<file path="src/common/mipsCore_cfg.svh">
`ifndef MIPSCORE_CFG_SVH
`define MIPSCORE_CFG_SVH

// word-address width of the unified memory.
`define MEM_ADDR_BITS 10

`define RESET_PC 32'h0000_0000

// byte address where the data region starts.
`define DATA_BASE 32'd2048

`endif

</file>
<file path="src/common/mipsPkg.sv">
package mipsPkg;

	typedef logic [31:0] word_t;
	typedef logic [4:0] regAddr_t;

	typedef enum logic [5:0] {
		opRType = 6'h00,
		opJal = 6'h03,
		opBeq = 6'h04,
		opAddiu = 6'h09,
		opOri = 6'h0d,
		opLw = 6'h23,
		opSw = 6'h2b
	} opcode_e;

	typedef enum logic [5:0] {
		fnAddu = 6'h21,
		fnSubu = 6'h23,
		fnAnd = 6'h24,
		fnOr = 6'h25,
		fnSlt = 6'h2a
	} funct_e;

	typedef enum logic [2:0] {aluAdd, aluSub, aluAnd, aluOr, aluSlt} aluOp_e;

	typedef enum logic [2:0] {
		stIdle, stFetch, stDecode, stExecute, stMemory, stWriteback
	} state_e;

	// register datapath source selections.
	typedef enum logic [1:0] {port1Rs, port1Rt, port1None} port1Src_e;
	typedef enum logic [1:0] {port2Rs, port2Rt, port2None} port2Src_e;
	typedef enum logic [1:0] {wrAddrRd, wrAddrRt, wrAddrR31, wrAddrNone} wrAddrSrc_e;
	typedef enum logic [1:0] {wrDataMemory, wrDataPc, wrDataAlu} wrDataSrc_e;

	typedef struct packed {
		port1Src_e port1Src;
		port2Src_e port2Src;
		wrAddrSrc_e wrAddrSrc;
		wrDataSrc_e wrDataSrc;
		logic wrEnable;
	} regControl_t;

	typedef struct packed {
		aluOp_e op;
		logic useImm; // second operand is the immediate.
		logic zeroExt; // zero-extend instead of sign-extend.
	} aluControl_t;

	typedef struct packed {
		logic step;
		logic branch;
		logic jump;
	} pcControl_t;

	typedef struct packed {
		logic fetch;
		logic read;
		logic write;
	} memControl_t;

endpackage

</file>
<file path="src/rtl/mipsPcCounter.sv">
`timescale 1ns/100ps

`include "mipsCore_cfg.svh"

module mipsPcCounter (
	input logic clk,
	input logic rstN,
	input mipsPkg::pcControl_t pcControl,
	input mipsPkg::word_t instruction,
	input logic aluZero,
	output mipsPkg::word_t pc
);

	mipsPkg::word_t pcPlus4;
	mipsPkg::word_t branchTarget;
	mipsPkg::word_t jumpTarget;

	assign pcPlus4 = pc + 32'd4;
	assign branchTarget = pcPlus4 + {{14{instruction[15]}}, instruction[15:0], 2'b00};
	assign jumpTarget = {pcPlus4[31:28], instruction[25:0], 2'b00}; // stays in the 256 MB region.

	always_ff @(posedge clk or negedge rstN) begin
		if (!rstN)
			pc <= `RESET_PC;
		else if (pcControl.jump)
			pc <= jumpTarget;
		else if (pcControl.branch && aluZero)
			pc <= branchTarget;
		else if (pcControl.step)
			pc <= pcPlus4;
	end

endmodule

</file>
<file path="config.mk">
export PLATFORM = sky130hd
export DESIGN_NAME = mipsPcCounter
export DESIGN_NICKNAME = d
export VERILOG_FILES = /design/src/common/mipsPkg.sv /design/src/rtl/mipsPcCounter.sv
export VERILOG_INCLUDE_DIRS = /design/src /design/src/common
export SDC_FILE = /design/constraint.sdc
export NUM_CORES = 1
export LEC_CHECK = 0
export BUFFER_PORTS_ARGS = -buffer_cell sky130_fd_sc_hd__buf_2
export CAP_MARGIN = 20
export CORE_MARGIN = 8
export CORE_UTILIZATION = 50
export DETAILED_ROUTE_END_ITERATION = 12
export GPL_ROUTABILITY_DRIVEN = 0
export GPL_TIMING_DRIVEN = 0
export PLACE_DENSITY = 0.76
export SLEW_MARGIN = 20
export SYNTH_ARGS = -nofsm -noshare
export SYNTH_HDL_FRONTEND = slang
export SYNTH_SLANG_ARGS = --single-unit
</file>
<file path="constraint.sdc">
create_clock -name clk -period 3.8 [get_ports clk]
set_input_delay 0.57 -clock clk [delete_from_list [all_inputs] [get_ports clk]]
set_output_delay 0.57 -clock clk [all_outputs]
set_load 0.02 [all_outputs]
</file>
==> results.toml, run 1 <==
[run_status]
status = "finished clean"

[floorplan]
num_io_pins = 70
row_count = 32
die_area_um2 = 10900
fp.coreArea_um2 = 7650
start_util_pct = 50.8
die_w_um = 104
die_y_um = 104

[global_routing]
grt_pass1_wl_um = 20700
antenna_found_initial = 0
overflow = 0
grtUsageTotal_pct = 23.0
grt_pass1_vias = 4190
grt_max_degree = 31

[synthesis]
synth_area_um2 = 3890
yosysSeqAreaShare_pct = 19.3
yosysTopAreaCell = "dfrtp_1"
ys_ff_latch = 30
synthArstFlopShare_pct = 100
avgSynthCellArea_um2 = 7.68
dominantRegCellSynth = "dfrtp_1"
yosys_warnings = 0
synth-edff-count = 0
ys_top_cells_by_area = "dfrtp_1, ha_1, xnor2_1"
synth_cells = 506
ys_types = 68
yosysTopAreaCellShare_pct = 19.3

[route]
drtAntennaViolNets = 0
routed_wl_um = 12900
via_per_inst = 6.25
first_iter_violations = 374
wire_per_inst_um = 19.0
first_pass_iters = 5
drc = 0
vias = 4253

[power_and_ir_drop]
p_sw_mw = 0.933
seqPwrFrac_pct = 24.9
swShare_pct = 47.4
peakVddDrop_mv = 0.186
clkPwrFrac_pct = 16.7
cell_internal_pwr_mw = 1.04
p_per_area_nw_per_um2 = 426
cellLeakagePower_nw = 2.00
pwr-share-comb_pct = 58.4

[sta]
max_slew_margin_pct = 50.4
fin_setup_tns_ns = 0
report.final.slew_viol_count = 0
hold_viol = 0
fmax_mhz = 269
finalWorstSetupSlack_ns = 0.0839
fin_crit_ns = 3.72
worstMarginPinSlew_ns = 0.744
fin_skew_ns = 0.0101
rsz0062_at_grt = "yes"
setup_viol = 0
fin_crit_sh_pct = 97.8

[flow_run]
maxCapViolations = 0

[clock_network]
clockRootBuffer = "clkbuf_8"
cts_sinks = 30
insertion_delay_ns = 0.30
cts.path.max_buffers = 2
cts_tree = "yes"
cts_buffers = 5
clkTransAtPathRegs_ns = 0.08
h-tree-depth = 2
postCtsHoldBufs = 0

[layout]
largest_reg_flops = 30
area_delta_synth_final_pct = 18.9
seqCellArea_um2 = 752
layout-drive-gt1-share_pct = 20.4
nFillCells = 686
multi_input_area_um2 = 3110
antennaDiodeCount = 0
top_register = "pc"
fin_nets = 654
top_regs = "pc: 30 flops"

[placement]
hpwl_um = 9510
io_buffer_count = 60
pre_cts_slack_ns = -0.253

[setup_path]
end_kind = "flip-flop"
path_class = "flip-flop to flip-flop"
cp.arrival_ns = 3.90
critPathRequiredTime_ns = 3.99
path_max_fanout = 8
cp-start-kind = "flip-flop"

[min_path]
hold_class = "primary input to async pin"
-- critical path, cell delays in order (launching register included) --
cell and delay [ns]:
dfrtp_1 0.38, buf_4 0.18, and4_1 0.25, or4b_4 0.55
nor3_4 0.22, buf_4 0.17, xor2_2 0.17, ha_1 0.26
inv_1 0.13, o21bai_1 0.10, a221o_1 0.40, nand2b_1 0.12
nand2_1 0.10, mux2_2 0.31, a211o_1 0.26
-- layout make-up --
type	instances	share of cell area, %
plain buffers	20	2.19
multi-input cells	437	67.4
repair buffers	67	7.63
clock buffers	8	2.38
inverters	17	1.38
well taps	102	2.76
flip-flops and latches	30	16.3
-- power by group through the flow --
stage / Combinational [mW] / Sequential, mW / Clock, mW
after floorplan: 0.731 / 0.548 / 0
after detailed placement: 1.07 / 0.491 / 0
after global routing: 1.26 / 0.503 / 0.346
after CTS: 1.09 / 0.486 / 0.331
after global placement: 1.04 / 0.486 / 0
final: 1.15 / 0.490 / 0.329
-- cells by family (layout without fill, tap and decap cells) --
group           count (synthesis)  in the layout  share of synthesized area [%]
fa+ha+maj                      38             38                           12.4
xor+xnor                       67             67                           15.1
mux                             3              3                          0.805
other cells                     1              2                         0.0965
compound gates                146            146                           24.6
flops                          30             30                           19.3
simple gates                  181            181                           23.2
buf+inv                        40            112                           4.47
-- timing repair --
item,in CTS,in global routing
gates resized for setup,9,21
endpoints found under the setup margin,4,6
buffers inserted,4,3
pin swaps,3,7
-- final timing paths --
| path | start | end | slack, ns | cells after the start |
|---|---|---|---|---|
| min in group clk | instruction[7] | pc[9] | 0.51 | 3 |
| min | rstN | pc[9] | 0.33 | 1 |
| max | pc[8] | pc[31] | 0.08 | 14 |
| max in group asynchronous | rstN | pc[2] | 2.95 | 1 |
| min reg2reg | pc[30] | pc[30] | 0.60 | 2 |
| max reg2reg | pc[8] | pc[31] | 0.08 | 14 |
-- layer usage --
metal / global-route usage [%] / part of all wire [%] / vias up
met3: 3.41 / 8.8 / 49
met5: 0 / 0 / -
met1: 29.7 / 42 / 2002
met4: 11.5 / 4.6 / 0
li1: - / - / 1978
met2: 36.5 / 45 / 224
-- cells in the final DEF, fill, tap and decap left out, types with 7 or more instances in the layout --
cell type	instances
clkbuf_8	8
nand4_1	12
nor3_1	7
buf_4	10
dfrtp_1	29
buf_2	60
xor2_1	29
o21ai_0	25
inv_1	16
clkbuf_1	13
o211ai_1	7
xnor2_1	36
a21oi_1	45
a22oi_1	12
and2_1	8
a21o_1	8
nand3_1	26
nor2_1	30
ha_1	34
nand2_1	63
-- Yosys cell counts (all sizes together), types with 5 or more instances --
library cell / number
and2: 9
xor2: 30
and3: 7
o211ai: 7
xnor2: 37
dfrtp: 30
a21o: 8
nand3: 28
a22oi: 12
nand2: 64
o21ai: 28
a21oi: 47
o21a: 5
ha: 37
o21bai: 6
nor3: 12
nand4: 13
clkbuf: 18
inv: 16
nor2: 31
-- metrics by stage --
stage	hold slack, ns	cells	cell area (µm²)	util, %	power [mW]
4_1_cts	0.360	679	4490	58.7	1.91
3_5_place_dp	0.594	669	4320	56.5	1.56
2_1_floorplan	0.274	507	3890	-	1.28
5_1_grt	0.400	681	4620	60.4	2.11
3_3_place_gp	0.567	669	4320	56.5	1.53
6_report	0.330	681	4620	60.4	1.97
Power figures use the tool's default switching activity.
==> run 2: changes to the inputs <==
GPL_TIMING_DRIVEN = 1   (was 0)
==> run 2 against run 1 <==
Compared with the run above:
- sequential share of layout area up 0.52 points
- critical endpoint unchanged
- non-clock buffer count down 8
- clock-buffer cell count did not move
- first-iteration DRC count is 15% lower
- die area did not move
- fmax increased by 2.1%
- clock power down 2%
- highest routed layer unchanged
- worst hold slack improved by 0.0012 ns
- critical path depth fell by 1
==> results.toml, run 2 (synthesis results as in run 1) <==
[clock_network]
cts_tree = "yes"
clockRootBuffer = "clkbuf_8"
cts.path.max_buffers = 2
postCtsHoldBufs = 0
clkTransAtPathRegs_ns = 0.08
h-tree-depth = 2
cts_sinks = 30
insertion_delay_ns = 0.30
cts_buffers = 5

[floorplan]
fp.coreArea_um2 = 7650
die_y_um = 104
die_w_um = 104
start_util_pct = 50.8
row_count = 32
die_area_um2 = 10900
num_io_pins = 70

[setup_path]
path_max_fanout = 6
slowest_delay_ns = 0.42
cp.arrival_ns = 3.83
end_kind = "flip-flop"
cp-start-kind = "flip-flop"
critPathRequiredTime_ns = 3.98
path_class = "flip-flop to flip-flop"
crit_chain = "and4_2 -> nand2_1 -> or3_1 -> nor2_1 -> xor2_1 -> ha_1 -> a21oi_1 -> o21bai_1 -> a221o_1 -> nand2b_1 -> nand2_1 -> mux2_2 -> a211o_1"
crit_top_cell = "nand2_1"
slowest_stage = "or3_1"

[power_and_ir_drop]
p_total_mw = 1.93
peakVddDrop_mv = 0.219
cellLeakagePower_nw = 1.98
clkPwrFrac_pct = 16.8
seqPwrFrac_pct = 25.3
p_sw_mw = 0.898
p_per_area_nw_per_um2 = 428
swShare_pct = 46.6
cell_internal_pwr_mw = 1.03
pwr-share-comb_pct = 57.9

[route]
first_iter_violations = 317
routed_wl_um = 12000
wire_per_inst_um = 17.9
drc = 0
via_per_inst = 6.14
first_pass_iters = 5
drtAntennaViolNets = 0
vias = 4134

[global_routing]
antenna_found_initial = 0
overflow = 0
grt_max_degree = 38
grtUsageTotal_pct = 21.7
grt_pass1_wl_um = 19700
grt_pass1_vias = 4048

[sta]
report.final.slew_viol_count = 0
max_slew_margin_pct = 26.6
fin_setup_tns_ns = 0
fin_crit_sh_pct = 95.8
fin_crit_ns = 3.64
setup_viol = 0
fmax_mhz = 275
fin_skew_ns = 0.0114
fin_hold_ws_ns = 0.331
worstMarginPinSlew_ns = 1.10
hold_viol = 0

[run_status]
status = "finished clean"

[layout]
fin_nets = 646
largest_reg_flops = 30
final_common_cell = "nand2_1"
top_regs = "pc: 30 flops"
seqCellArea_um2 = 757
layout-drive-gt1-share_pct = 19.6
multi_input_area_um2 = 3010
antennaDiodeCount = 0
top_register = "pc"
area_delta_synth_final_pct = 16.0
layout_common_cells = "nand2_1, buf_2, a21oi_1"
nFillCells = 703

[placement]
io_buffer_count = 61
hpwl_um = 9240

[flow_run]
maxCapViolations = 0

[min_path]
hold_class = "primary input to async pin"
## run 2: cell types whose count changed in the layout (fill, tap and decap cells not counted), moves of 4 or more
cell,delta
dfrtp_2,+4
buf_4,+8
dfrtp_1,-4
clkbuf_1,-13
## run 2: worst paths after layout
check / startpoint / endpoint / slack (ns) / cells past startpoint
worst min-delay path: rstN / pc[8] / 0.33 / 1
worst max register to register: pc[5] / pc[31] / 0.16 / 13
worst max-delay path: pc[5] / pc[31] / 0.16 / 13
max in group asynchronous: rstN / pc[10] / 2.95 / 1
min in group clk: instruction[10] / pc[12] / 0.51 / 3
worst min register to register: pc[7] / pc[7] / 0.59 / 2
## run 2: worst max-delay path: cells and delay by family (launching register included)
kind	cells	cell delay (ns)
and+or+nand+nor	6	1.27
muxes	1	0.30
AOI/OAI and AO/OA	4	1.03
xor gates and xnor gates	1	0.19
DFF	1	0.41
adders and majority gates	1	0.33
## run 2: power groups by stage
stage	clock network, mW	logic (mW)	registers (mW)
final	0.324	1.12	0.488
after global routing	0.341	1.23	0.502
after CTS	0.329	1.08	0.484
after detailed placement	0	1.08	0.490
after global placement	0	1.05	0.485
after floorplan	0	0.731	0.548
## run 2: metrics by stage
stage          utilization [%]  area [µm²]  setup WS, ns  instances
6_report                  58.9        4510         0.159        673
3_3_place_gp              56.8        4340         0.166        664
5_1_grt                   58.9        4510      -0.00206        673
3_5_place_dp              56.8        4340         0.106        664
2_1_floorplan                -        3890         0.203        507
4_1_cts                   58.2        4450        0.0954        672
## run 2: repair_timing
action / 4_1_cts / 5_1_grt
resized for setup: 0 / 14
endpoints found under the setup margin: 0 / 4
setup buffers: 0 / 1
## run 2: cell type report
type	instances	share of cell area (%)
Timing Repair Buffer	79	9.77
Multi-Input combinational cell	437	66.8
Clock buffer	8	2.44
Inverter	17	1.42
Tap cell	102	2.83
Sequential cell	30	16.8
## run 2: routing by layer
metal | track usage (%) | share of wire (%)
met1 | 27.8 | 43
met3 | 4.15 | 7.6
met5 | 0 | 0
met2 | 34.8 | 46
met4 | 9.20 | 3.3
