### src/common/mipsCore_cfg.svh
`ifndef MIPSCORE_CFG_SVH
`define MIPSCORE_CFG_SVH

// word-address width of the unified memory.
`define MEM_ADDR_BITS 10

`define RESET_PC 32'h0000_0000

// byte address where the data region starts.
`define DATA_BASE 32'd2048

`endif

### src/common/mipsPkg.sv
package mipsPkg;

	typedef logic [31:0] word_t;
	typedef logic [4:0] regAddr_t;

	typedef enum logic [5:0] {
		opRType = 6'h00,
		opJal = 6'h03,
		opBeq = 6'h04,
		opAddiu = 6'h09,
		opOri = 6'h0d,
		opLw = 6'h23,
		opSw = 6'h2b
	} opcode_e;

	typedef enum logic [5:0] {
		fnAddu = 6'h21,
		fnSubu = 6'h23,
		fnAnd = 6'h24,
		fnOr = 6'h25,
		fnSlt = 6'h2a
	} funct_e;

	typedef enum logic [2:0] {aluAdd, aluSub, aluAnd, aluOr, aluSlt} aluOp_e;

	typedef enum logic [2:0] {
		stIdle, stFetch, stDecode, stExecute, stMemory, stWriteback
	} state_e;

	// register datapath source selections.
	typedef enum logic [1:0] {port1Rs, port1Rt, port1None} port1Src_e;
	typedef enum logic [1:0] {port2Rs, port2Rt, port2None} port2Src_e;
	typedef enum logic [1:0] {wrAddrRd, wrAddrRt, wrAddrR31, wrAddrNone} wrAddrSrc_e;
	typedef enum logic [1:0] {wrDataMemory, wrDataPc, wrDataAlu} wrDataSrc_e;

	typedef struct packed {
		port1Src_e port1Src;
		port2Src_e port2Src;
		wrAddrSrc_e wrAddrSrc;
		wrDataSrc_e wrDataSrc;
		logic wrEnable;
	} regControl_t;

	typedef struct packed {
		aluOp_e op;
		logic useImm; // second operand is the immediate.
		logic zeroExt; // zero-extend instead of sign-extend.
	} aluControl_t;

	typedef struct packed {
		logic step;
		logic branch;
		logic jump;
	} pcControl_t;

	typedef struct packed {
		logic fetch;
		logic read;
		logic write;
	} memControl_t;

endpackage

### src/rtl/mipsAlu.sv
`timescale 1ns/100ps

module mipsAlu (
	input mipsPkg::aluControl_t control,
	input mipsPkg::word_t a,
	input mipsPkg::word_t b,
	input mipsPkg::word_t instruction,
	output mipsPkg::word_t result,
	output logic zero
);

	mipsPkg::word_t imm;
	mipsPkg::word_t opB;

	always_comb begin
		if (control.zeroExt)
			imm = {16'h0000, instruction[15:0]}; // ori.
		else
			imm = {{16{instruction[15]}}, instruction[15:0]};
	end

	assign opB = control.useImm ? imm : b;

	always_comb begin
		case (control.op)
			mipsPkg::aluSub: result = a - opB;
			mipsPkg::aluAnd: result = a & opB;
			mipsPkg::aluOr: result = a | opB;
			mipsPkg::aluSlt: result = {31'd0, $signed(a) < $signed(opB)};
			default: result = a + opB;
		endcase
	end

	// beq compares through a subtraction.
	assign zero = (result == 32'd0);

endmodule

### config.mk
export PLATFORM = sky130hd
export DESIGN_NAME = mipsAlu
export DESIGN_NICKNAME = d
export VERILOG_FILES = /design/src/common/mipsCore_cfg.svh /design/src/common/mipsPkg.sv /design/src/rtl/mipsAlu.sv
export SDC_FILE = /design/constraint.sdc
export NUM_CORES = 1
export LEC_CHECK = 0
export ABC_AREA = 1
export BUFFER_PORTS_ARGS = -buffer_cell sky130_fd_sc_hd__buf_2
export CAP_MARGIN = 20
export CELL_PAD_IN_SITES_DETAIL_PLACEMENT = 0
export CELL_PAD_IN_SITES_GLOBAL_PLACEMENT = 1
export CORE_MARGIN = 2
export CORE_UTILIZATION = 38
export DETAILED_ROUTE_END_ITERATION = 16
export PLACE_DENSITY = 0.95
export SYNTH_ARGS = -nofsm -noshare
export SYNTH_HDL_FRONTEND = slang
export SYNTH_SLANG_ARGS = --single-unit
### constraint.sdc
create_clock -name vclk -period 3.4
set_input_delay 0.17 -clock vclk [all_inputs]
set_output_delay 0.17 -clock vclk [all_outputs]
set_load 0.005 [all_outputs]
==> results of run 1 <==
==> stage by stage <==
stage / worst slack (ns) / setup TNS (ns) / instances
CTS: 0.00629 / 0 / 1791
floorplan: 0.599 / 0 / 1362
global route: -0.0616 / -0.0617 / 1806
detailed placement: -0.189 / -0.189 / 1789
finish: 0.140 / 0 / 1806
global placement: -0.192 / -0.192 / 1789
==> per-layer routing <==
metal / vias up / global-route usage [%]
met3: 64 / 1.93
met5: - / 0
met2: 501 / 43.5
met4: 0 / 7.67
met1: 4175 / 35.4
li1: 4623 / -
==> synthesized netlist by cell type, types with 10 or more instances <==
master   count  area share, %
nand2_1    413             23
inv_1      282             16
nor2_1     153            8.6
nand3_1    144             11
ha_1        96             18
a21oi_1     89            6.6
o21ai_0     53            4.0
buf_2       16            1.2
or2_2       16            1.5
nand4_1     14            1.3
nor2_2      14            1.3
nor3_1      10           0.75
==> logic make-up (layout without fill, tap and decap cells) <==
logic type	Yosys count	after routing	synth area share (%)
AO/OA/AOI/OAI	163	163	12.8
XOR/XNOR	1	1	0.131
adder cells (fa/ha/maj)	98	98	18.5
buffers and inverters	325	544	19.7
AND/OR/NAND/NOR	775	775	48.8
==> path summary, 6_finish.rpt <==
path | to | cells after the start
min | result[4] | 7
max | zero | 23
==> layout by cell type, fill, tap and decap left out, drive strengths merged <==
master  instances
nor3b           1
nand2         416
o21bai          8
inv           286
nor2          171
ha             96
o22ai           3
xor2            1
a21o            1
a211oi          3
a21oi          90
nor3           12
a221oi          1
or2            17
fa              2
nand4          14
nand3         144
o21ai          57
buf           258
==> power by group <==
group | switching [mW] | internal (mW)
Sequential | 0 | 0
Clock | 0 | 0
Combinational | 1.12 | 0.779
Total | 1.12 | 0.779
==> area by class of cell <==
class	count	area (um2)
fillers	1861	8540
multi-input cells	1037	5710
repair buffers	258	1690
inverters	286	1070
well taps	225	282
==> repair_timing <==
item,CTS,global route
gates resized for setup,10,109
pin swaps,2,24
endpoints found under the setup margin,1,3
cloned,0,1
buffers inserted,2,14
==> summary.txt, run 1 <==
Clock network
  • CTS Hold Bufs: 0

Setup path
  • Largest stage delay, worst path: roughly 0.32 ns
  • CP startpoint kind: primary input
  • Worst path bufs/invs: 5
  • Setup crit end kind: output pin
  • CP startpoint: control[1]
  • Critical path arrival: roughly 3.1 ns
  • CP max stage cell: ha_1
  • Req. time, crit path: around 3.2 ns
  • Worst-path fanout max: 7
  • CP cell instances: buf_2 > inv_2 > buf_4 > or2_2 > o21ai_1 > ha_1 > buf_4 > nand2_1 > nand2_1 > a21oi_2 > nand2_2 > nand2_1 > nand2_1 > nand2_1 > nand2_1 > nand2_1 > nand3_1 > nand2_1 > nand2_1 > nor2_2 > nand3_1 > nor2_1 > buf_2
  • Setup CP Type: primary input to output pin
  • Delay-heaviest family, CP: simple AND/OR/NAND/NOR gates
  • CP dominant cell by count: nand2_1

Detailed routing
  • Metal3 WL: ~2400 um
  • Iteration-0 DRC Markers: around 1k
  • Post-Route WL: 25700 um
  • Max Used Layer: met4
  • WL/cell: about 14 um
  • Detailed-route via count: between 9k and 10k
  • Routed met1 length: 11000 um
  • Met2 Wirelength: roughly 11000 um
  • Final ANT Viol Nets: 0
  • DR DRC count: 0
  • Drt pass-1 iters: 6
  • Via density: 5.18

Power and ir drop
  • PD cells: 217 mW/mm2
  • Leakage: 5.27 nW
  • IR drop worst, VDD: ~0.00011 V
  • Design Power: around 1.9 mW

Final layout
  • N_diodes: 0
  • Layout Nets: 1782
  • Fin area: 0.00875 mm2
  • Seq. cell area: 0 um2
  • Final core utilization: roughly half
  • Layout cells sized above 1: 24.8%
  • Area Overhead vs Synth: 30.4%
  • Clock buffers: 0
  • Sequential cell count: 0

STA
  • Relative slew margins: around 53%
  • Worst Tran Pin Value: approximately 0.70 ns
  • Hold Vio Cnt, Final: 0
  • Peak Freq: ~0.31 GHz
  • Fin crit period: 3.26 ns
  • Final Max Tran Viols: 0
  • Crit share post-route: between 90% and 100%
  • Hold WS: 0.974 ns
  • Endpoints failing setup: 0

Floorplan
  • DIE WIDTH: approximately 140 um
  • Die area: 0.0187 mm2
  • Die Span Y: roughly 140 um
  • Ports: between 100 and 150
  • # rows: 48
  • Starting Density: 38.8%
  • Core Box Area: approximately 0.017 mm2

Place
  • GPL Wtd Cong: approximately 1.1
  • Final HPWL DP: between 20000 and 25000 um
  • Placed inst area: slightly above 0.008 mm2
  • PortBufs: around 120

Logic synthesis
  • Net Count, Synth: roughly 1.6k
  • Cell count after synthesis: roughly 1.4k
  • Warnings, synthesis: 0
  • Synthesized area: 0.00671 mm2
  • Avg Inst Size Synth: 4.93 um2
  • Sequential fraction of the synthesis area: 0%
  • Synth cell types: 32

Run status
  • Status: completed

Global route
  • Initial antenna violation count: 0
  • Overall Global Routing Usage: 25.9%
  • Vias in the first global route: 7996
  • GRT Residual Overflow: 0
  • Largest net degree at the start of global routing: 33
  • First-pass GRT wire length: approximately 39000 um

Min path
  • Worst hold path type: primary input to output pin
  • Worst hold start: control[4]

Job
  • Max_cap viols: 0
No activity file was read; power rests on OpenSTA's default activity.
==> run 2: changes to the inputs <==
--- a/config.mk
+++ b/config.mk
@@ -5,7 +5,7 @@
 export SDC_FILE = /design/constraint.sdc
 export NUM_CORES = 1
 export LEC_CHECK = 0
-export ABC_AREA = 1
+export ABC_AREA = 0
 export BUFFER_PORTS_ARGS = -buffer_cell sky130_fd_sc_hd__buf_2
 export CAP_MARGIN = 20
 export CELL_PAD_IN_SITES_DETAIL_PLACEMENT = 0
@@ -13,7 +13,7 @@
 export CORE_MARGIN = 2
 export CORE_UTILIZATION = 38
 export DETAILED_ROUTE_END_ITERATION = 16
-export PLACE_DENSITY = 0.95
+export PLACE_DENSITY = 0.91
 export SYNTH_ARGS = -nofsm -noshare
 export SYNTH_HDL_FRONTEND = slang
 export SYNTH_SLANG_ARGS = --single-unit
==> run 2 against run 1 <==
The flow now finishes with violations (setup timing); routed wire length grew 20%; clock-buffer cell count is the same; sequential cell count is the same; core utilization grew 19 points; final cell count shrank 17%; via count grew 1.4%; critical path type unchanged; largest power group unchanged.
==> summary.txt, run 2 <==
Global route
  • Largest net degree at the start of global routing: 32 (-3.0%)
  • Vias in the first global route: 8597 (+7.5%)
  • First-pass GRT wire length: 41900 um (+8.3%)
  • GRT Residual Overflow: 0 (unchanged)
  • Overall Global Routing Usage: 31.1% (+5.1 points)
  • Initial antenna violation count: 0 (unchanged)

Detailed routing
  • Post-Route WL: 30700 um (+20%)
  • Iteration-0 DRC Markers: 1304 (+30%)
  • DR DRC count: 0 (unchanged)
  • Via density: 6.34 (+22%)
  • WL/cell: 20.5 um (+45%)
  • Drt pass-1 iters: 8 (+2)
  • Final ANT Viol Nets: 0 (unchanged)
  • Detailed-route via count: 9491 (+1.4%)

Floorplan
  • Die Span Y: 128 um (-6.7%)
  • # rows: 45 (-6.3%)
  • Die area: 0.0163 mm2 (-13%)
  • Ports: 134 (unchanged)
  • Core Box Area: 0.0151 mm2 (-13%)
  • DIE WIDTH: 128 um (-6.7%)
  • Starting Density: 38.6% (-0.21 points)

Logic synthesis
  • Warnings, synthesis: 0 (unchanged)
  • Dominant cell type by area after synthesis: ha_1
  • Synthesized area: 0.00582 mm2 (-13%)
  • Top-area cell type share of the netlist area: 20.6% (-2.5 points)
  • Synth cell types: 81 (+150%)
  • Most common cell in the netlist: inv_1
  • Avg Inst Size Synth: 6.59 um2 (+34%)
  • Ranking of synthesized cells by area: ha_1 21%, inv_1 6.6%, a21oi_1 6.4%, nand2_1 4.5%, mux2i_1 4.5%
  • Net Count, Synth: 1083 (-31%)
  • Post-synth top cells: 102 x inv_1, 96 x ha_1, 74 x a21oi_1
  • Cell count after synthesis: 884 (-35%)
  • Sequential fraction of the synthesis area: 0% (unchanged)

Final layout
  • Most frequent cells in the layout: 334 x buf_4, 116 x buf_2, 97 x inv_1, 72 x ha_1, 66 x nand2_1
  • Sequential cell count: 0 (unchanged)
  • Clock buffers: 0 (unchanged)
  • Commonest non-fill, non-tap cell in the layout: buf_4
  • Seq. cell area: 0 um2 (unchanged)
  • Final core utilization: 70.0% (+19 points)
  • Filler cells: 1096 (-41%)
  • Area Overhead vs Synth: 81.4%
  • N_diodes: 0 (unchanged)
  • Layout cells sized above 1: 49.8% (+25 points)
  • Layout Nets: 1510 (-15%)
  • Multi-input gate area: 0.00646 mm2 (+13%)

Place
  • Final HPWL DP: 20100 um (-7.2%)
  • PortBufs: 118 (unchanged)
  • GPL Wtd Cong: 1.07 (+1.6%)

STA
  • Total Neg Setup Slack: -3.91 ns (-3.91 ns)
  • Post-route setup slack: -0.962 ns (-1.10 ns)
  • Crit share post-route: 128% (+32 points)
  • Fin crit period: 4.36 ns (+1.10 ns)
  • Unrepaired setup endpoints after global routing: yes
  • Peak Freq: 0.229 GHz (-25%)
  • Hold Vio Cnt, Final: 0 (unchanged)
  • Worst Tran Pin Value: 0.952 ns (+0.252 ns)
  • Relative slew margins: 36.0% (-17 points)
  • Final Max Tran Viols: 0 (unchanged)
  • Endpoints failing setup: 17 (+17)

Min path
  • Worst hold path type: primary input to output pin

Power and ir drop
  • PD cells: 240 mW/mm2 (+11%)
  • IR drop worst, VDD: 0.000126 V (+17%)
  • Leakage: 5.07 nW (-3.7%)

Setup path
  • Setup crit end kind: output pin
  • Largest stage delay, worst path: 0.52 ns (+0.20 ns)
  • CP startpoint kind: primary input
  • CP cell instances: buf_12 > buf_12 > mux2i_4 > ha_1 > buf_4 > nor3_1 > or3_1 > a22oi_1 > o22ai_1 > a21oi_1 > or4_1 > or4b_4 > or4_4 > nor3_4 > nand3_2 > nor4_2 > buf_2
  • Critical path arrival: 4.19 ns (+1.10 ns)
  • Setup CP Type: primary input to output pin
  • CP max stage cell: or4_1
  • Worst-path fanout max: 9 (+2)
  • Worst path bufs/invs: 4 (-1)
  • Req. time, crit path: 3.23 ns (about the same)
  • Delay-heaviest family, CP: simple AND/OR/NAND/NOR gates
  • CP dominant cell by count: buf_12

Run status
  • Failing checks: setup timing
  • Status: finished, violations left

Job
  • Max_cap viols: 0 (unchanged)

Clock network
  • CTS Hold Bufs: 0 (unchanged)
[run 2: changes by cell type after synthesis, sizes merged, moves of 14 or more]
cell    before  now
nand3      144   19
o21a         0   22
nor2       171   62
a21oi       90   74
nor4         0   17
mux2i        0   26
inv        286  102
buf         31   17
o211ai       0   18
clkbuf       8   38
nor3        12   29
nand2      416   70
nor2b        0   16
[run 2: per-layer routing]
| layer | vias up | part of all wire (%) | global-route usage [%] |
|---|---|---|---|
| met3 | 262 | 11 | 3.84 |
| li1 | 4099 | - | - |
| met1 | 4294 | 35 | 37.6 |
| met4 | 0 | 8.0 | 16.2 |
| met2 | 836 | 46 | 53.8 |
| met5 | - | 0 | 0 |
[run 2: metrics by stage]
stage | instance area (um2) | hold slack (ns) | std cells | setup slack [ns] | power, mW
detailed placement | 8870 | 0.944 | 1457 | -1.29 | 1.92
CTS | 9660 | 0.948 | 1476 | -0.825 | 2.13
global placement | 8870 | 0.938 | 1457 | -1.27 | 1.89
global route | 10600 | 1.01 | 1497 | -1.05 | 2.65
finish | 10600 | 0.961 | 1497 | -0.962 | 2.54
floorplan | 5890 | 0.616 | 884 | -0.635 | 0.954
[run 2: layout make-up]
type                            count  area share [%]
Inverter                          102            3.67
Multi-Input combinational cell    727            61.1
Tap cell                          188            2.23
Timing Repair Buffer              480            33.0
[run 2: path summary, 6_finish.rpt]
kind	slack, ns	from	cells after the start	endpoint
hold / removal	0.96	control[4]	4	result[1]
setup / recovery	-0.96	control[1]	17	zero
[run 2: logic make-up after synthesis]
family	Yosys count	synth area share (%)
simple gates	273	23.6
compound gates	319	38.1
mux	27	4.66
xor+xnor	10	1.63
buf+inv	157	10.7
fa+ha+maj	98	21.3
[run 2: timing repair]
| item | in CTS | in global routing |
|---|---|---|
| setup endpoints to repair | 20 | 20 |
| pin swaps | 36 | 24 |
| setup buffers | 20 | 22 |
| cloned | 0 | 0 |
| resized for setup | 126 | 131 |
[run 2: report_power, final]
group          leakage [nW]  switching [mW]  internal (mW)
Combinational          5.07            1.32           1.22
Sequential                0               0              0
Clock                     0               0              0
