**src/common/mipsCore_cfg.svh**
```systemverilog
`ifndef MIPSCORE_CFG_SVH
`define MIPSCORE_CFG_SVH

// word-address width of the unified memory.
`define MEM_ADDR_BITS 10

`define RESET_PC 32'h0000_0000

// byte address where the data region starts.
`define DATA_BASE 32'd2048

`endif

```
**src/common/mipsPkg.sv**
```systemverilog
package mipsPkg;

	typedef logic [31:0] word_t;
	typedef logic [4:0] regAddr_t;

	typedef enum logic [5:0] {
		opRType = 6'h00,
		opJal = 6'h03,
		opBeq = 6'h04,
		opAddiu = 6'h09,
		opOri = 6'h0d,
		opLw = 6'h23,
		opSw = 6'h2b
	} opcode_e;

	typedef enum logic [5:0] {
		fnAddu = 6'h21,
		fnSubu = 6'h23,
		fnAnd = 6'h24,
		fnOr = 6'h25,
		fnSlt = 6'h2a
	} funct_e;

	typedef enum logic [2:0] {aluAdd, aluSub, aluAnd, aluOr, aluSlt} aluOp_e;

	typedef enum logic [2:0] {
		stIdle, stFetch, stDecode, stExecute, stMemory, stWriteback
	} state_e;

	// register datapath source selections.
	typedef enum logic [1:0] {port1Rs, port1Rt, port1None} port1Src_e;
	typedef enum logic [1:0] {port2Rs, port2Rt, port2None} port2Src_e;
	typedef enum logic [1:0] {wrAddrRd, wrAddrRt, wrAddrR31, wrAddrNone} wrAddrSrc_e;
	typedef enum logic [1:0] {wrDataMemory, wrDataPc, wrDataAlu} wrDataSrc_e;

	typedef struct packed {
		port1Src_e port1Src;
		port2Src_e port2Src;
		wrAddrSrc_e wrAddrSrc;
		wrDataSrc_e wrDataSrc;
		logic wrEnable;
	} regControl_t;

	typedef struct packed {
		aluOp_e op;
		logic useImm; // second operand is the immediate.
		logic zeroExt; // zero-extend instead of sign-extend.
	} aluControl_t;

	typedef struct packed {
		logic step;
		logic branch;
		logic jump;
	} pcControl_t;

	typedef struct packed {
		logic fetch;
		logic read;
		logic write;
	} memControl_t;

endpackage

```
**src/rtl/mipsControl.sv**
```systemverilog
`timescale 1ns/100ps

module mipsControl (
	input logic clk,
	input logic rstN,
	input logic run,
	input mipsPkg::word_t ramOut,
	input logic aluZero,
	output mipsPkg::word_t instruction,
	output mipsPkg::regControl_t regControl,
	output mipsPkg::aluControl_t aluControl,
	output mipsPkg::pcControl_t pcControl,
	output mipsPkg::memControl_t memControl,
	output logic retire
);

	mipsPkg::state_e state;
	mipsPkg::state_e nextState;
	mipsPkg::word_t ir;
	mipsPkg::opcode_e opcode;
	mipsPkg::funct_e funct;
	logic decKnown;

	function automatic logic isKnown(mipsPkg::word_t w);
		logic ok;
		case (mipsPkg::opcode_e'(w[31:26]))
			mipsPkg::opRType: begin
				case (mipsPkg::funct_e'(w[5:0]))
					mipsPkg::fnAddu, mipsPkg::fnSubu, mipsPkg::fnAnd,
					mipsPkg::fnOr, mipsPkg::fnSlt: ok = 1'b1;
					default: ok = 1'b0;
				endcase
			end
			mipsPkg::opAddiu, mipsPkg::opOri, mipsPkg::opLw,
			mipsPkg::opSw, mipsPkg::opBeq, mipsPkg::opJal: ok = 1'b1;
			default: ok = 1'b0;
		endcase
		return ok;
	endfunction

	assign opcode = mipsPkg::opcode_e'(ir[31:26]);
	assign funct = mipsPkg::funct_e'(ir[5:0]);
	assign decKnown = isKnown(ramOut); // fetched word is on ramOut during decode.
	assign instruction = ir;

	always_ff @(posedge clk or negedge rstN) begin
		if (!rstN) begin
			state <= mipsPkg::stIdle;
			ir <= '0;
		end else begin
			state <= nextState;
			if (state == mipsPkg::stDecode)
				ir <= ramOut;
		end
	end

	always_comb begin
		regControl.port1Src = mipsPkg::port1None;
		regControl.port2Src = mipsPkg::port2None;
		regControl.wrAddrSrc = mipsPkg::wrAddrNone;
		regControl.wrDataSrc = mipsPkg::wrDataAlu;
		regControl.wrEnable = 1'b0;
		aluControl.op = mipsPkg::aluAdd;
		aluControl.useImm = 1'b0;
		aluControl.zeroExt = 1'b0;
		pcControl = '0;
		memControl = '0;
		retire = 1'b0;

		// operand setup held steady from execute to writeback.
		if (state == mipsPkg::stExecute || state == mipsPkg::stMemory ||
			state == mipsPkg::stWriteback) begin
			case (opcode)
				mipsPkg::opRType: begin
					regControl.port1Src = mipsPkg::port1Rs;
					regControl.port2Src = mipsPkg::port2Rt;
					case (funct)
						mipsPkg::fnSubu: aluControl.op = mipsPkg::aluSub;
						mipsPkg::fnAnd: aluControl.op = mipsPkg::aluAnd;
						mipsPkg::fnOr: aluControl.op = mipsPkg::aluOr;
						mipsPkg::fnSlt: aluControl.op = mipsPkg::aluSlt;
						default: aluControl.op = mipsPkg::aluAdd;
					endcase
				end
				mipsPkg::opAddiu, mipsPkg::opLw: begin
					regControl.port1Src = mipsPkg::port1Rs;
					aluControl.useImm = 1'b1;
				end
				mipsPkg::opOri: begin
					regControl.port1Src = mipsPkg::port1Rs;
					aluControl.op = mipsPkg::aluOr;
					aluControl.useImm = 1'b1;
					aluControl.zeroExt = 1'b1;
				end
				mipsPkg::opSw: begin
					regControl.port1Src = mipsPkg::port1Rs;
					regControl.port2Src = mipsPkg::port2Rt; // store data.
					aluControl.useImm = 1'b1;
				end
				mipsPkg::opBeq: begin
					regControl.port1Src = mipsPkg::port1Rs;
					regControl.port2Src = mipsPkg::port2Rt;
					aluControl.op = mipsPkg::aluSub;
				end
				default: ;
			endcase
		end

		case (state)
			mipsPkg::stFetch: memControl.fetch = 1'b1;
			mipsPkg::stDecode: begin
				if (!decKnown) begin
					retire = 1'b1; // unknown opcode is a no-op.
					pcControl.step = 1'b1;
				end
			end
			mipsPkg::stExecute: begin
				if (opcode == mipsPkg::opBeq) begin
					retire = 1'b1;
					pcControl.branch = 1'b1;
					pcControl.step = !aluZero;
				end
			end
			mipsPkg::stMemory: begin
				if (opcode == mipsPkg::opLw) begin
					memControl.read = 1'b1;
				end else begin
					memControl.write = 1'b1;
					retire = 1'b1;
					pcControl.step = 1'b1;
				end
			end
			mipsPkg::stWriteback: begin
				retire = 1'b1;
				regControl.wrEnable = 1'b1;
				case (opcode)
					mipsPkg::opRType: regControl.wrAddrSrc = mipsPkg::wrAddrRd;
					mipsPkg::opJal: begin
						regControl.wrAddrSrc = mipsPkg::wrAddrR31;
						regControl.wrDataSrc = mipsPkg::wrDataPc;
					end
					mipsPkg::opLw: begin
						regControl.wrAddrSrc = mipsPkg::wrAddrRt;
						regControl.wrDataSrc = mipsPkg::wrDataMemory;
					end
					default: regControl.wrAddrSrc = mipsPkg::wrAddrRt;
				endcase
				pcControl.jump = (opcode == mipsPkg::opJal);
				pcControl.step = (opcode != mipsPkg::opJal);
			end
			default: ;
		endcase
	end

	always_comb begin
		nextState = state;
		case (state)
			mipsPkg::stIdle: nextState = run ? mipsPkg::stFetch : mipsPkg::stIdle;
			mipsPkg::stFetch: nextState = mipsPkg::stDecode;
			mipsPkg::stDecode: begin
				if (decKnown && ramOut[31:26] == mipsPkg::opJal)
					nextState = mipsPkg::stWriteback;
				else if (decKnown)
					nextState = mipsPkg::stExecute;
			end
			mipsPkg::stExecute: begin
				if (opcode == mipsPkg::opLw || opcode == mipsPkg::opSw)
					nextState = mipsPkg::stMemory;
				else if (opcode != mipsPkg::opBeq)
					nextState = mipsPkg::stWriteback;
			end
			mipsPkg::stMemory: begin
				if (opcode == mipsPkg::opLw)
					nextState = mipsPkg::stWriteback;
			end
			default: ;
		endcase
		if (retire)
			nextState = run ? mipsPkg::stFetch : mipsPkg::stIdle; // run sampled at boundary.
	end

endmodule

```
**config.mk**
```make
export PLATFORM = sky130hd
export DESIGN_NAME = mipsControl
export DESIGN_NICKNAME = d
export VERILOG_FILES = /design/src/common/mipsCore_cfg.svh /design/src/common/mipsPkg.sv /design/src/rtl/mipsControl.sv
export SDC_FILE = /design/constraint.sdc
export NUM_CORES = 1
export LEC_CHECK = 0
export BUFFER_PORTS_ARGS = -buffer_cell sky130_fd_sc_hd__clkbuf_2
export CAP_MARGIN = 20
export CORE_MARGIN = 2
export CORE_UTILIZATION = 25
export CTS_CLUSTER_SIZE = 16
export DETAILED_ROUTE_END_ITERATION = 7
export PLACE_DENSITY = 0.51
export SETUP_SLACK_MARGIN = 0.1
export SYNTH_ARGS = -nofsm -noshare
export SYNTH_HDL_FRONTEND = slang
export SYNTH_SLANG_ARGS = --single-unit
```
**constraint.sdc**
```tcl
create_clock -name clk -period 1.5 [get_ports clk]
set_input_delay 0.15 -clock clk [delete_from_list [all_inputs] [get_ports clk]]
set_output_delay 0.15 -clock clk [all_outputs]
set_load 0.03 [all_outputs]
```
==> results.md, run 1 <==
- Crit Path Category: register to primary output
- Max_cap viols: 0
- H-tree Lvls: 2
- Initial Util: 0.254
- Class of the worst hold path: primary input to register
- CP Capture Type: primary output
- Vias in the first global route: 1,825
- Fin nets: 351
- Post-synth EDFFs: 0
- Tcrit/Tclk final: 1.31
- # diodes: 0
- Drt initial violations: 74
- First-pass GRT wire length: 8.93 mm
- Largest net degree at the start of global routing: 20
- Footprint of the multi-input gates: 1180 µm²
- Worst vdd ir: 0.000809 V
- Critical-path cell list: nor2_4 -> nor4b_4 -> and2b_1 -> nand4b_1 -> o41ai_4 -> clkbuf_8
- Crit-path max FO: 2
- DRC: 0
- DR vias/cell: 4.45
- Mapped Area: 1810 µm²
- Layout cell share with drive strength beyond 1: 0.794
- CTS Sinks: 35
- # rows: 31
- Worst r2r src: instruction[31]
- Clock transition at path regs: 70 ps
- Crit path buffers/inverters: 1
- CTS root buf: clkbuf_8
- GR Overflow Total: 0
- CTS Buf Count: 5
- Crit path DAT: 1820 ps
- Routed len/inst: 14.1 µm
- Sequential area share after synthesis: 0.484
- Final number of setup-violating endpoints: 43
- Family with the most delay on the worst path: simple AND/OR/NAND/NOR gates
- Post-route ant nets: 0
- Commonest non-fill, non-tap cell in the layout: clkbuf_2
- Area Growth Syn to Fin: 104%
- Max incr delay on CP: 430 ps
- HPWL Detailed: 3.98 mm
- Critical Path Source Type: register
- Port bufs: 87
- Max-slew violations: 0
- Yosys cell types: 38
- Clk buf depth: 2
- Drt total wl: 5.85 mm
- Fin Clk Skew: 3.39 ps
- Worst-Skew Late Latency: 280 ps
- CTS tree: done
- Hold WS: 96.5 ps
- Global Route Usage Sum: 0.149
- Via count: 1,846
- Register area: 885 µm²
- Fmax: 508 MHz
- Post-layout util: 0.517
- RSZ-0062 raised after global routing: yes
- Status: finished with violations
- Fillers: 633
- Final worst setup slack: -467 ps
- Minimum clock period: 1970 ps
- Hold Crit Endpoint: instruction[21]
- Critical Path Slowest Stage Cell: dfrtp_2
- Core Region: 7140 µm²
- Cell count of the worst reg-to-reg path: 9
- Yosys warns: 0
- Main synth FF type: dfrtp_1
- R2R Path End: state[0]
- Detailed Routing Iterations Pass 1: 4
- Most frequent cells in the layout: clkbuf_2 (66), buf_4 (43), mux2_4 (30)
- Fin. Hold Viols: 0
- I/O pin count: 89
- Syn_nets: 193
- Synth Register Bits: 35
- WP data required: 1350 ps
- DIE AREA: 7940 µm²
- Hold path depth: 2
- Pwr/cell area: 2280 nW/µm²
- Pleak: 1.77 nW
- Initial antenna violation count: 0
- Worst hold start: ramOut[21]
- Syn Area/Cell: 11.5 µm²
- Syn Inst Count: 157
- Placer Congestion: 0.770
- Failing checks: negative setup slack
- Async SR Flop Fraction: 1.00
- Die W: 89.1 µm
- R2R Setup Slk: -260 ps
- Die extent in y: 89.1 µm
[metrics by stage]
stage	setup slack (ps)	TNS, ps	cell area, µm²	instances	total power (W)
final	-467	-7510	3690	415	0.00840
after global routing	-601	-10540	3690	415	0.00887
after CTS	-479	-7600	3510	405	0.00809
after detailed placement	-280	-1870	2860	378	0.00623
after global placement	-251	-1720	2860	378	0.00620
after floorplan	-481	-3400	2050	157	0.00486
[final cells by class]
cell class / instances / area share
clock buffer: 7 / 0.0234
clock inverter: 1 / 0.00136
inverter: 9 / 0.0105
multi-input combinational: 104 / 0.320
sequential: 35 / 0.240
tap: 99 / 0.0336
timing repair buffer: 160 / 0.371
[routing by layer]
layer,track usage,wire [µm],up-vias
li1,-,-,884
met1,0.181,2410,896
met2,0.266,3080,58
met3,0.0259,264,8
met4,0.0502,97,0
met5,0,0,-
[sequential cells by signal (all words and copies together), names as in the netlist]
register	count
state	3
instruction	32
[power by group]
group          leakage [nW]  switching, W  internal, W
combinational          1.32       0.00288      0.00296
clock                0.0482      0.000325     0.000370
sequential            0.406      0.000395      0.00146
total                  1.77       0.00360      0.00479
[what timing repair did]
action | 4_1_cts | 5_1_grt
hold endpoints to repair | 16 | 0
gates cloned | 4 | 0
hold buffers | 1 | 0
endpoints found under the setup margin | 54 | 55
gates resized for setup | 82 | 45
pin swaps | 16 | 9
setup buffers | 14 | 14
[cell usage after synthesis (all sizes together), types with 3 or more instances]
| master | instances | area share |
|---|---|---|
| a21oi | 8 | 0.022 |
| a31oi | 3 | 0.010 |
| and3 | 3 | 0.010 |
| buf | 9 | 0.035 |
| dfrtp | 35 | 0.48 |
| inv | 9 | 0.019 |
| mux2 | 31 | 0.19 |
| nand2 | 7 | 0.015 |
| nand3 | 3 | 0.011 |
| nor2 | 14 | 0.029 |
| nor3b | 3 | 0.012 |
| o2111ai | 3 | 0.018 |
| o21ai | 6 | 0.017 |
[cell families (layout without fill, tap and decap cells)]
family,count (synthesis),count (layout),share of synthesized area
AOI/OAI and AO/OA,24,24,0.0926
xor gates and xnor gates,1,1,0.00484
buffers and inverters,18,177,0.0532
DFF,35,35,0.484
muxes,31,31,0.193
other,1,1,0.00207
and+or+nand+nor,47,47,0.171
[worst reg2reg max path: stages, from the launching register on]
cell,delay [ps]
dfrtp_2,430
nor2_4,110
nor4b_4,200
buf_4,160
nand4_1,150
buf_4,190
nand3_4,90
buf_6,120
a21oi_2,50
and3_1,160
[worst max-delay path by stage]
stage	from	end	slack, ps	cells past startpoint
after detailed placement	instruction[27]	aluControl[3]	-280	6
after floorplan	instruction[31]	aluControl[3]	-480	6
final	instruction[31]	aluControl[3]	-470	6
after global routing	instruction[31]	aluControl[3]	-600	6
after CTS	instruction[31]	aluControl[3]	-480	6
after global placement	instruction[27]	aluControl[3]	-250	6
Power figures use the tool's default switching activity.
==> inputs of run 2 (changes only) <==
--- a/config.mk
+++ b/config.mk
@@ -7,7 +7,7 @@
 export LEC_CHECK = 0
 export BUFFER_PORTS_ARGS = -buffer_cell sky130_fd_sc_hd__clkbuf_2
 export CAP_MARGIN = 20
-export CORE_MARGIN = 2
+export CORE_MARGIN = 1.5
 export CORE_UTILIZATION = 25
 export CTS_CLUSTER_SIZE = 16
 export DETAILED_ROUTE_END_ITERATION = 7
==> run 2 against run 1 <==
Against the previous run:
- the flow still finishes with violations (negative setup slack)
- sequential share of layout area rose by 0.46 points
- clock skew fell by 0.54 ps
- sequential power barely moved
- cell count fell by 2.2%
- cell area fell by 1.9%
- flip-flop and latch count did not move
- largest cell class unchanged
==> results.md, run 2 (synthesized netlist as in run 1, its figures left out) <==
- Fin. Hold Viols: 0 (unchanged)
- CTS root buf: clkbuf_8
- Minimum clock period: 1980 ps (+14.7 ps)
- Area after DPL: 2850 µm² (-0.31%)
- Largest register FFs: 32 (unchanged)
- Fmax: 505 MHz (-0.74%)
- Fin Clk Skew: 2.85 ps (-0.543 ps)
- Cell count of the worst reg-to-reg path: 9 (unchanged)
- CTS tree: done
- Max_cap viols: 0 (unchanged)
- DIE AREA: 7760 µm² (-2.2%)
- WP data required: 1350 ps (about the same)
- H-tree Lvls: 2 (unchanged)
- Comb pwr share: 0.697 (about the same)
- Worst vdd ir: 0.00104 V (+28%)
- Post-layout util: 0.524 (+0.00727)
- Layout cell share with drive strength beyond 1: 0.800 (+0.00570)
- Crit path DAT: 1830 ps (about the same)
- Clock network power share: 0.079 (-0.004)
- Post-route cell area: 3620 µm² (-1.9%)
- Clock transition at path regs: 70 ps (about the same)
- Placer Congestion: 0.780 (+1.2%)
- Fillers: 617 (-2.5%)
- Core Region: 6910 µm² (-3.2%)
- Switch share: 0.437 (+0.00794)
- Hold Crit Endpoint: instruction[16]
- Max incr delay on CP: 420 ps (about the same)
- # diodes: 0 (unchanged)
- Worst hold start: ramOut[16]
- Port bufs: 87 (unchanged)
- R2R Setup Slk: -410 ps (-150 ps)
- GR Overflow Total: 0 (unchanged)
- Final Power: 0.00827 W (-1.5%)
- Most frequent cells in the layout: clkbuf_2 (67), buf_4 (45), mux2_4 (30)
- Net switching power: 0.00362 W (+0.35%)
- Drt total wl: 5.70 mm (-2.5%)
- Worst r2r src: instruction[30]
- Initial Util: 0.262 (+0.00846)
- DR vias/cell: 4.40 (-1.1%)
- Die extent in y: 88.1 µm (-1.1%)
- Fin cells: 406 (-2.2%)
- Global Route Usage Sum: 0.153 (+0.00417)
- R2R Path End: state[0]
- Pleak: 1.74 nW (-2.1%)
- Largest net degree at the start of global routing: 20 (unchanged)
- Critical Path Slowest Stage Cell: dfrtp_2
- CTS Buf Count: 5 (unchanged)
- First-pass GRT wire length: 8.90 mm (-0.30%)
- Placed cell count: 376 (-0.53%)
- Class of the worst hold path: primary input to register
- Hold path depth: 2 (unchanged)
- Vias in the first global route: 1,809 (-0.88%)
- Failing checks: negative setup slack
- Die W: 88.1 µm (-1.1%)
- CP Capture Type: primary output
- HPWL Detailed: 3.97 mm (-0.29%)
- # rows: 30 (-3.2%)
- CTS Sinks: 35 (unchanged)
- Initial antenna violation count: 0 (unchanged)
- Commonest non-fill, non-tap cell in the layout: clkbuf_2
- Pwr/cell area: 2280 nW/µm² (+0.41%)
- I/O pin count: 89 (unchanged)
- Final number of setup-violating endpoints: 35 (-19%)
- RSZ-0062 raised after global routing: yes
- P_int: 0.00465 W (-2.8%)
- Tcrit/Tclk final: 1.32 (+0.00981)
- Detailed Routing Iterations Pass 1: 4 (unchanged)
- Area Growth Syn to Fin: 100%
- Family with the most delay on the worst path: simple AND/OR/NAND/NOR gates
- Final worst setup slack: -482 ps (-14.7 ps)
- Critical Path Source Type: register
- Routed len/inst: 14.0 µm (-0.35%)
- Fin nets: 345 (-1.7%)
- Via count: 1,786 (-3.3%)
- Status: finished with violations
- Hold WS: 93.6 ps (-2.88 ps)
- Crit Path Category: register to primary output
- Crit-path max FO: 2 (unchanged)
- Clk buf depth: 2 (unchanged)
- Drt initial violations: 30 (-59%)
- DRC: 0 (unchanged)
- Crit path buffers/inverters: 1 (unchanged)
- Max-slew violations: 0 (unchanged)
- Reg power frac: 0.225 (+0.004)
- Critical-path cell list: nor2_4 -> nor4b_4 -> and2b_1 -> nand4b_1 -> o41ai_4 -> clkbuf_8
- Post-route ant nets: 0 (unchanged)
- Worst-Skew Late Latency: 280 ps (about the same)
[run 2: worst max path at each step]
stage / from / to / cells past startpoint
final: instruction[31] / aluControl[3] / 6
after global routing: instruction[31] / aluControl[3] / 6
after CTS: instruction[31] / aluControl[3] / 6
after detailed placement: instruction[27] / aluControl[3] / 6
after global placement: instruction[27] / aluControl[3] / 6
after floorplan: instruction[31] / aluControl[3] / 6
[run 2: per-stage QoR]
step | setup slack, ps | TNS, ps
floorplan | -481 | -3400
global placement | -253 | -2140
detailed placement | -278 | -2390
CTS | -490 | -7530
global route | -634 | -10300
finish | -482 | -7470
[run 2: per-layer routing]
metal / global-route usage / routed length [µm] / vias to the layer above
met2: 0.264 / 2830 / 63
met1: 0.185 / 2440 / 849
met5: 0 / 0 / -
li1: - / - / 868
met4: 0.0426 / 48 / 0
met3: 0.0471 / 385 / 6
[run 2: worst register-to-register path, stage by stage, from the launching register on]
cell      delay [ps]
dfrtp_2          450
and4bb_4         380
buf_6            120
nand3b_4         120
o21ai_4          170
nand3_4          100
buf_6            140
buf_6            120
a21oi_2          110
and3_1           150
[run 2: repair_timing]
item                                    4_1_cts  5_1_grt
cloned                                        2        1
endpoints found under the setup margin       54       55
hold buffers                                  1        0
setup buffers                                12        8
pin swaps                                    16        9
endpoints found under the hold margin        16        0
resized for setup                            92       32
[run 2: power by group through the flow]
stage	Combinational [W]	Clock, W	Sequential [W]
finish	0.00576	0.000651	0.00186
global route	0.00609	0.000751	0.00193
CTS	0.00535	0.000685	0.00184
detailed placement	0.00439	0	0.00182
global placement	0.00434	0	0.00183
floorplan	0.00212	0	0.00274
[run 2: layout make-up]
class | instances | area [µm²] | share of cell area
well taps | 96 | 120 | 0.0332
multi-input cells | 104 | 1210 | 0.334
flip-flops and latches | 35 | 885 | 0.244
clock buffers | 6 | 72.6 | 0.0200
clock inverters | 2 | 12.5 | 0.00346
inverters | 9 | 38.8 | 0.0107
repair buffers | 154 | 1280 | 0.355
==> inputs of run 3 (changes only) <==
--- a/config.mk
+++ b/config.mk
@@ -12,7 +12,8 @@
 export CTS_CLUSTER_SIZE = 16
 export DETAILED_ROUTE_END_ITERATION = 7
 export PLACE_DENSITY = 0.51
-export SETUP_SLACK_MARGIN = 0.1
+export SETUP_SLACK_MARGIN = 0.2
 export SYNTH_ARGS = -nofsm -noshare
 export SYNTH_HDL_FRONTEND = slang
 export SYNTH_SLANG_ARGS = --single-unit
+export TNS_END_PERCENT = 30
==> run 3 against run 2 <==
Against the previous run:
- the flow still finishes with violations (negative setup slack)
- sequential power decreased by 2%
- core utilization decreased by 4.5 points
- first-iteration DRC count increased by 17%
- flip-flop and latch count unchanged
- non-clock buffer count decreased by 18
- total power decreased by 9.2%
- cell count decreased by 4.4%
- critical path depth unchanged
- hold slack got worse by 1.7 ps
- cell area decreased by 8.6%
- largest cell class is now multi-input combinational cells
- largest power group unchanged
==> results.md, run 3 (synthesized netlist as in run 1, its figures left out) <==
- CTS root buf: clkbuf_8
- GR Overflow Total: 0 (unchanged)
- Vias in the first global route: 1,788 (-1.2%)
- DRC: 0 (unchanged)
- Routed len/inst: 14.1 µm (+0.38%)
- Fin. Hold Viols: 0 (unchanged)
- Fin Clk Skew: 8.48 ps (+5.63 ps)
- DR vias/cell: 4.42 (+0.54%)
- Minimum clock period: 1990 ps (+12.0 ps)
- Crit-path max FO: 2 (unchanged)
- CTS Sinks: 35 (unchanged)
- Crit Path Category: register to primary output
- Drt total wl: 5.47 mm (-4.1%)
- Clk buf depth: 2 (unchanged)
- CTS tree: done
- First-pass GRT wire length: 8.66 mm (-2.7%)
- Fillers: 668 (+8.3%)
- Status: finished with violations
- Tcrit/Tclk final: 1.33 (+0.00803)
- Area Growth Syn to Fin: 82.8%
- Final worst setup slack: -494 ps (-12.0 ps)
- # rows: 30 (unchanged)
- Clock transition at path regs: 70 ps (about the same)
- Largest net degree at the start of global routing: 31 (+55%)
- H-tree Lvls: 2 (unchanged)
- I/O pin count: 89 (unchanged)
- Layout cell share with drive strength beyond 1: 0.753 (-0.0466)
- Initial Util: 0.262 (unchanged)
- Die extent in y: 88.1 µm (unchanged)
- Post-route ant nets: 0 (unchanged)
- HPWL Detailed: 3.99 mm (+0.43%)
- Placer Congestion: 0.765 (-2.0%)
- Drt initial violations: 35 (+17%)
- Port bufs: 87 (unchanged)
- Via count: 1,716 (-3.9%)
- Final number of setup-violating endpoints: 21 (-40%)
- DIE AREA: 7760 µm² (unchanged)
- Worst vdd ir: 0.000959 V (-7.5%)
- Pwr/cell area: 2270 nW/µm² (-0.67%)
- Crit path DAT: 1840 ps (about the same)
- Fin nets: 327 (-5.2%)
- Most frequent cells in the layout: clkbuf_2 (65), buf_4 (38), dfrtp_1 (30)
- Register area: 882 µm² (-0.28%)
- Largest register FFs: 32 (unchanged)
- Die W: 88.1 µm (unchanged)
- Class of the worst hold path: primary input to register
- Max_cap viols: 0 (unchanged)
- CTS Buf Count: 5 (unchanged)
- Critical Path Source Type: register
- Detailed Routing Iterations Pass 1: 4 (unchanged)
- Footprint of the multi-input gates: 1140 µm² (-5.8%)
- # diodes: 0 (unchanged)
- Failing checks: negative setup slack
- Max-slew violations: 0 (unchanged)
- Placement Setup Slack: -299 ps (-20.9 ps)
- Fmax: 501 MHz (-0.60%)
- Hold WS: 91.9 ps (-1.66 ps)
- Initial antenna violation count: 0 (unchanged)
- Final Power: 0.00751 W (-9.2%)
- Worst-Skew Late Latency: 280 ps (about the same)
- RSZ-0062 raised after global routing: yes
- Commonest non-fill, non-tap cell in the layout: clkbuf_2
- Pleak: 1.60 nW (-7.7%)
- WP data required: 1350 ps (about the same)
- CP Capture Type: primary output
- Global Route Usage Sum: 0.145 (-0.00782)
- Core Region: 6910 µm² (unchanged)
-- run 3: cell count changes in the layout (fill, tap and decap cells not counted), sizes merged --
cell,before,now
buf,77,60
clkbuf,82,81
-- run 3: worst max-delay path, stage by stage (launching register included) --
cell,delay (ps)
dfrtp_2,430
nor2_4,110
nor4b_4,210
and2b_1,180
nand4b_1,170
o41ai_4,250
clkbuf_8,210
-- run 3: layer usage --
layer / vias to the layer above / GRT usage / share of wire
met5: - / 0 / 0
met4: 0 / 0.0341 / 0.0086
met3: 5 / 0.0594 / 0.078
met2: 65 / 0.247 / 0.50
met1: 815 / 0.172 / 0.42
li1: 831 / - / -
-- run 3: metrics by stage --
step	area [µm²]	setup TNS (ps)	std cells	util
floorplan	1910	-3350	157	-
global placement	2720	-1550	371	0.394
detailed placement	2720	-1710	371	0.394
CTS	3160	-7060	384	0.458
global route	3310	-9710	388	0.479
finish	3310	-7480	388	0.479
-- run 3: worst paths after layout --
| check | start | endpoint | slack [ps] | depth (start not counted) |
|---|---|---|---|---|
| min in group asynchronous | rstN | instruction[9] | 240 | 2 |
| max | instruction[31] | aluControl[3] | -490 | 6 |
| max in group asynchronous | rstN | instruction[28] | 830 | 3 |
| min | ramOut[16] | instruction[16] | 90 | 2 |
| max reg2reg | instruction[30] | state[0] | -350 | 8 |
| min reg2reg | instruction[12] | instruction[12] | 510 | 1 |
-- run 3: timing repair --
item                                    4_1_cts  5_1_grt
hold endpoints to repair                     35        0
resized for setup                            80       41
endpoints found under the setup margin       54       56
pin swaps                                    10        8
hold buffers                                  1        0
buffers inserted                              4        4
-- run 3: area by class of cell --
type,count,area share
clock buffers,6,0.0219
flip-flops and latches,35,0.267
inverters,9,0.0110
well taps,96,0.0363
multi-input cells,104,0.344
repair buffers,136,0.316
clock inverters,2,0.00378
-- run 3: report_power, final --
group,internal (W),leakage [nW],switching (W),total (W)
registers,0.00146,0.408,0.000362,0.00182
logic,0.00235,1.15,0.00267,0.00502
clock network,0.000325,0.0412,0.000344,0.000669
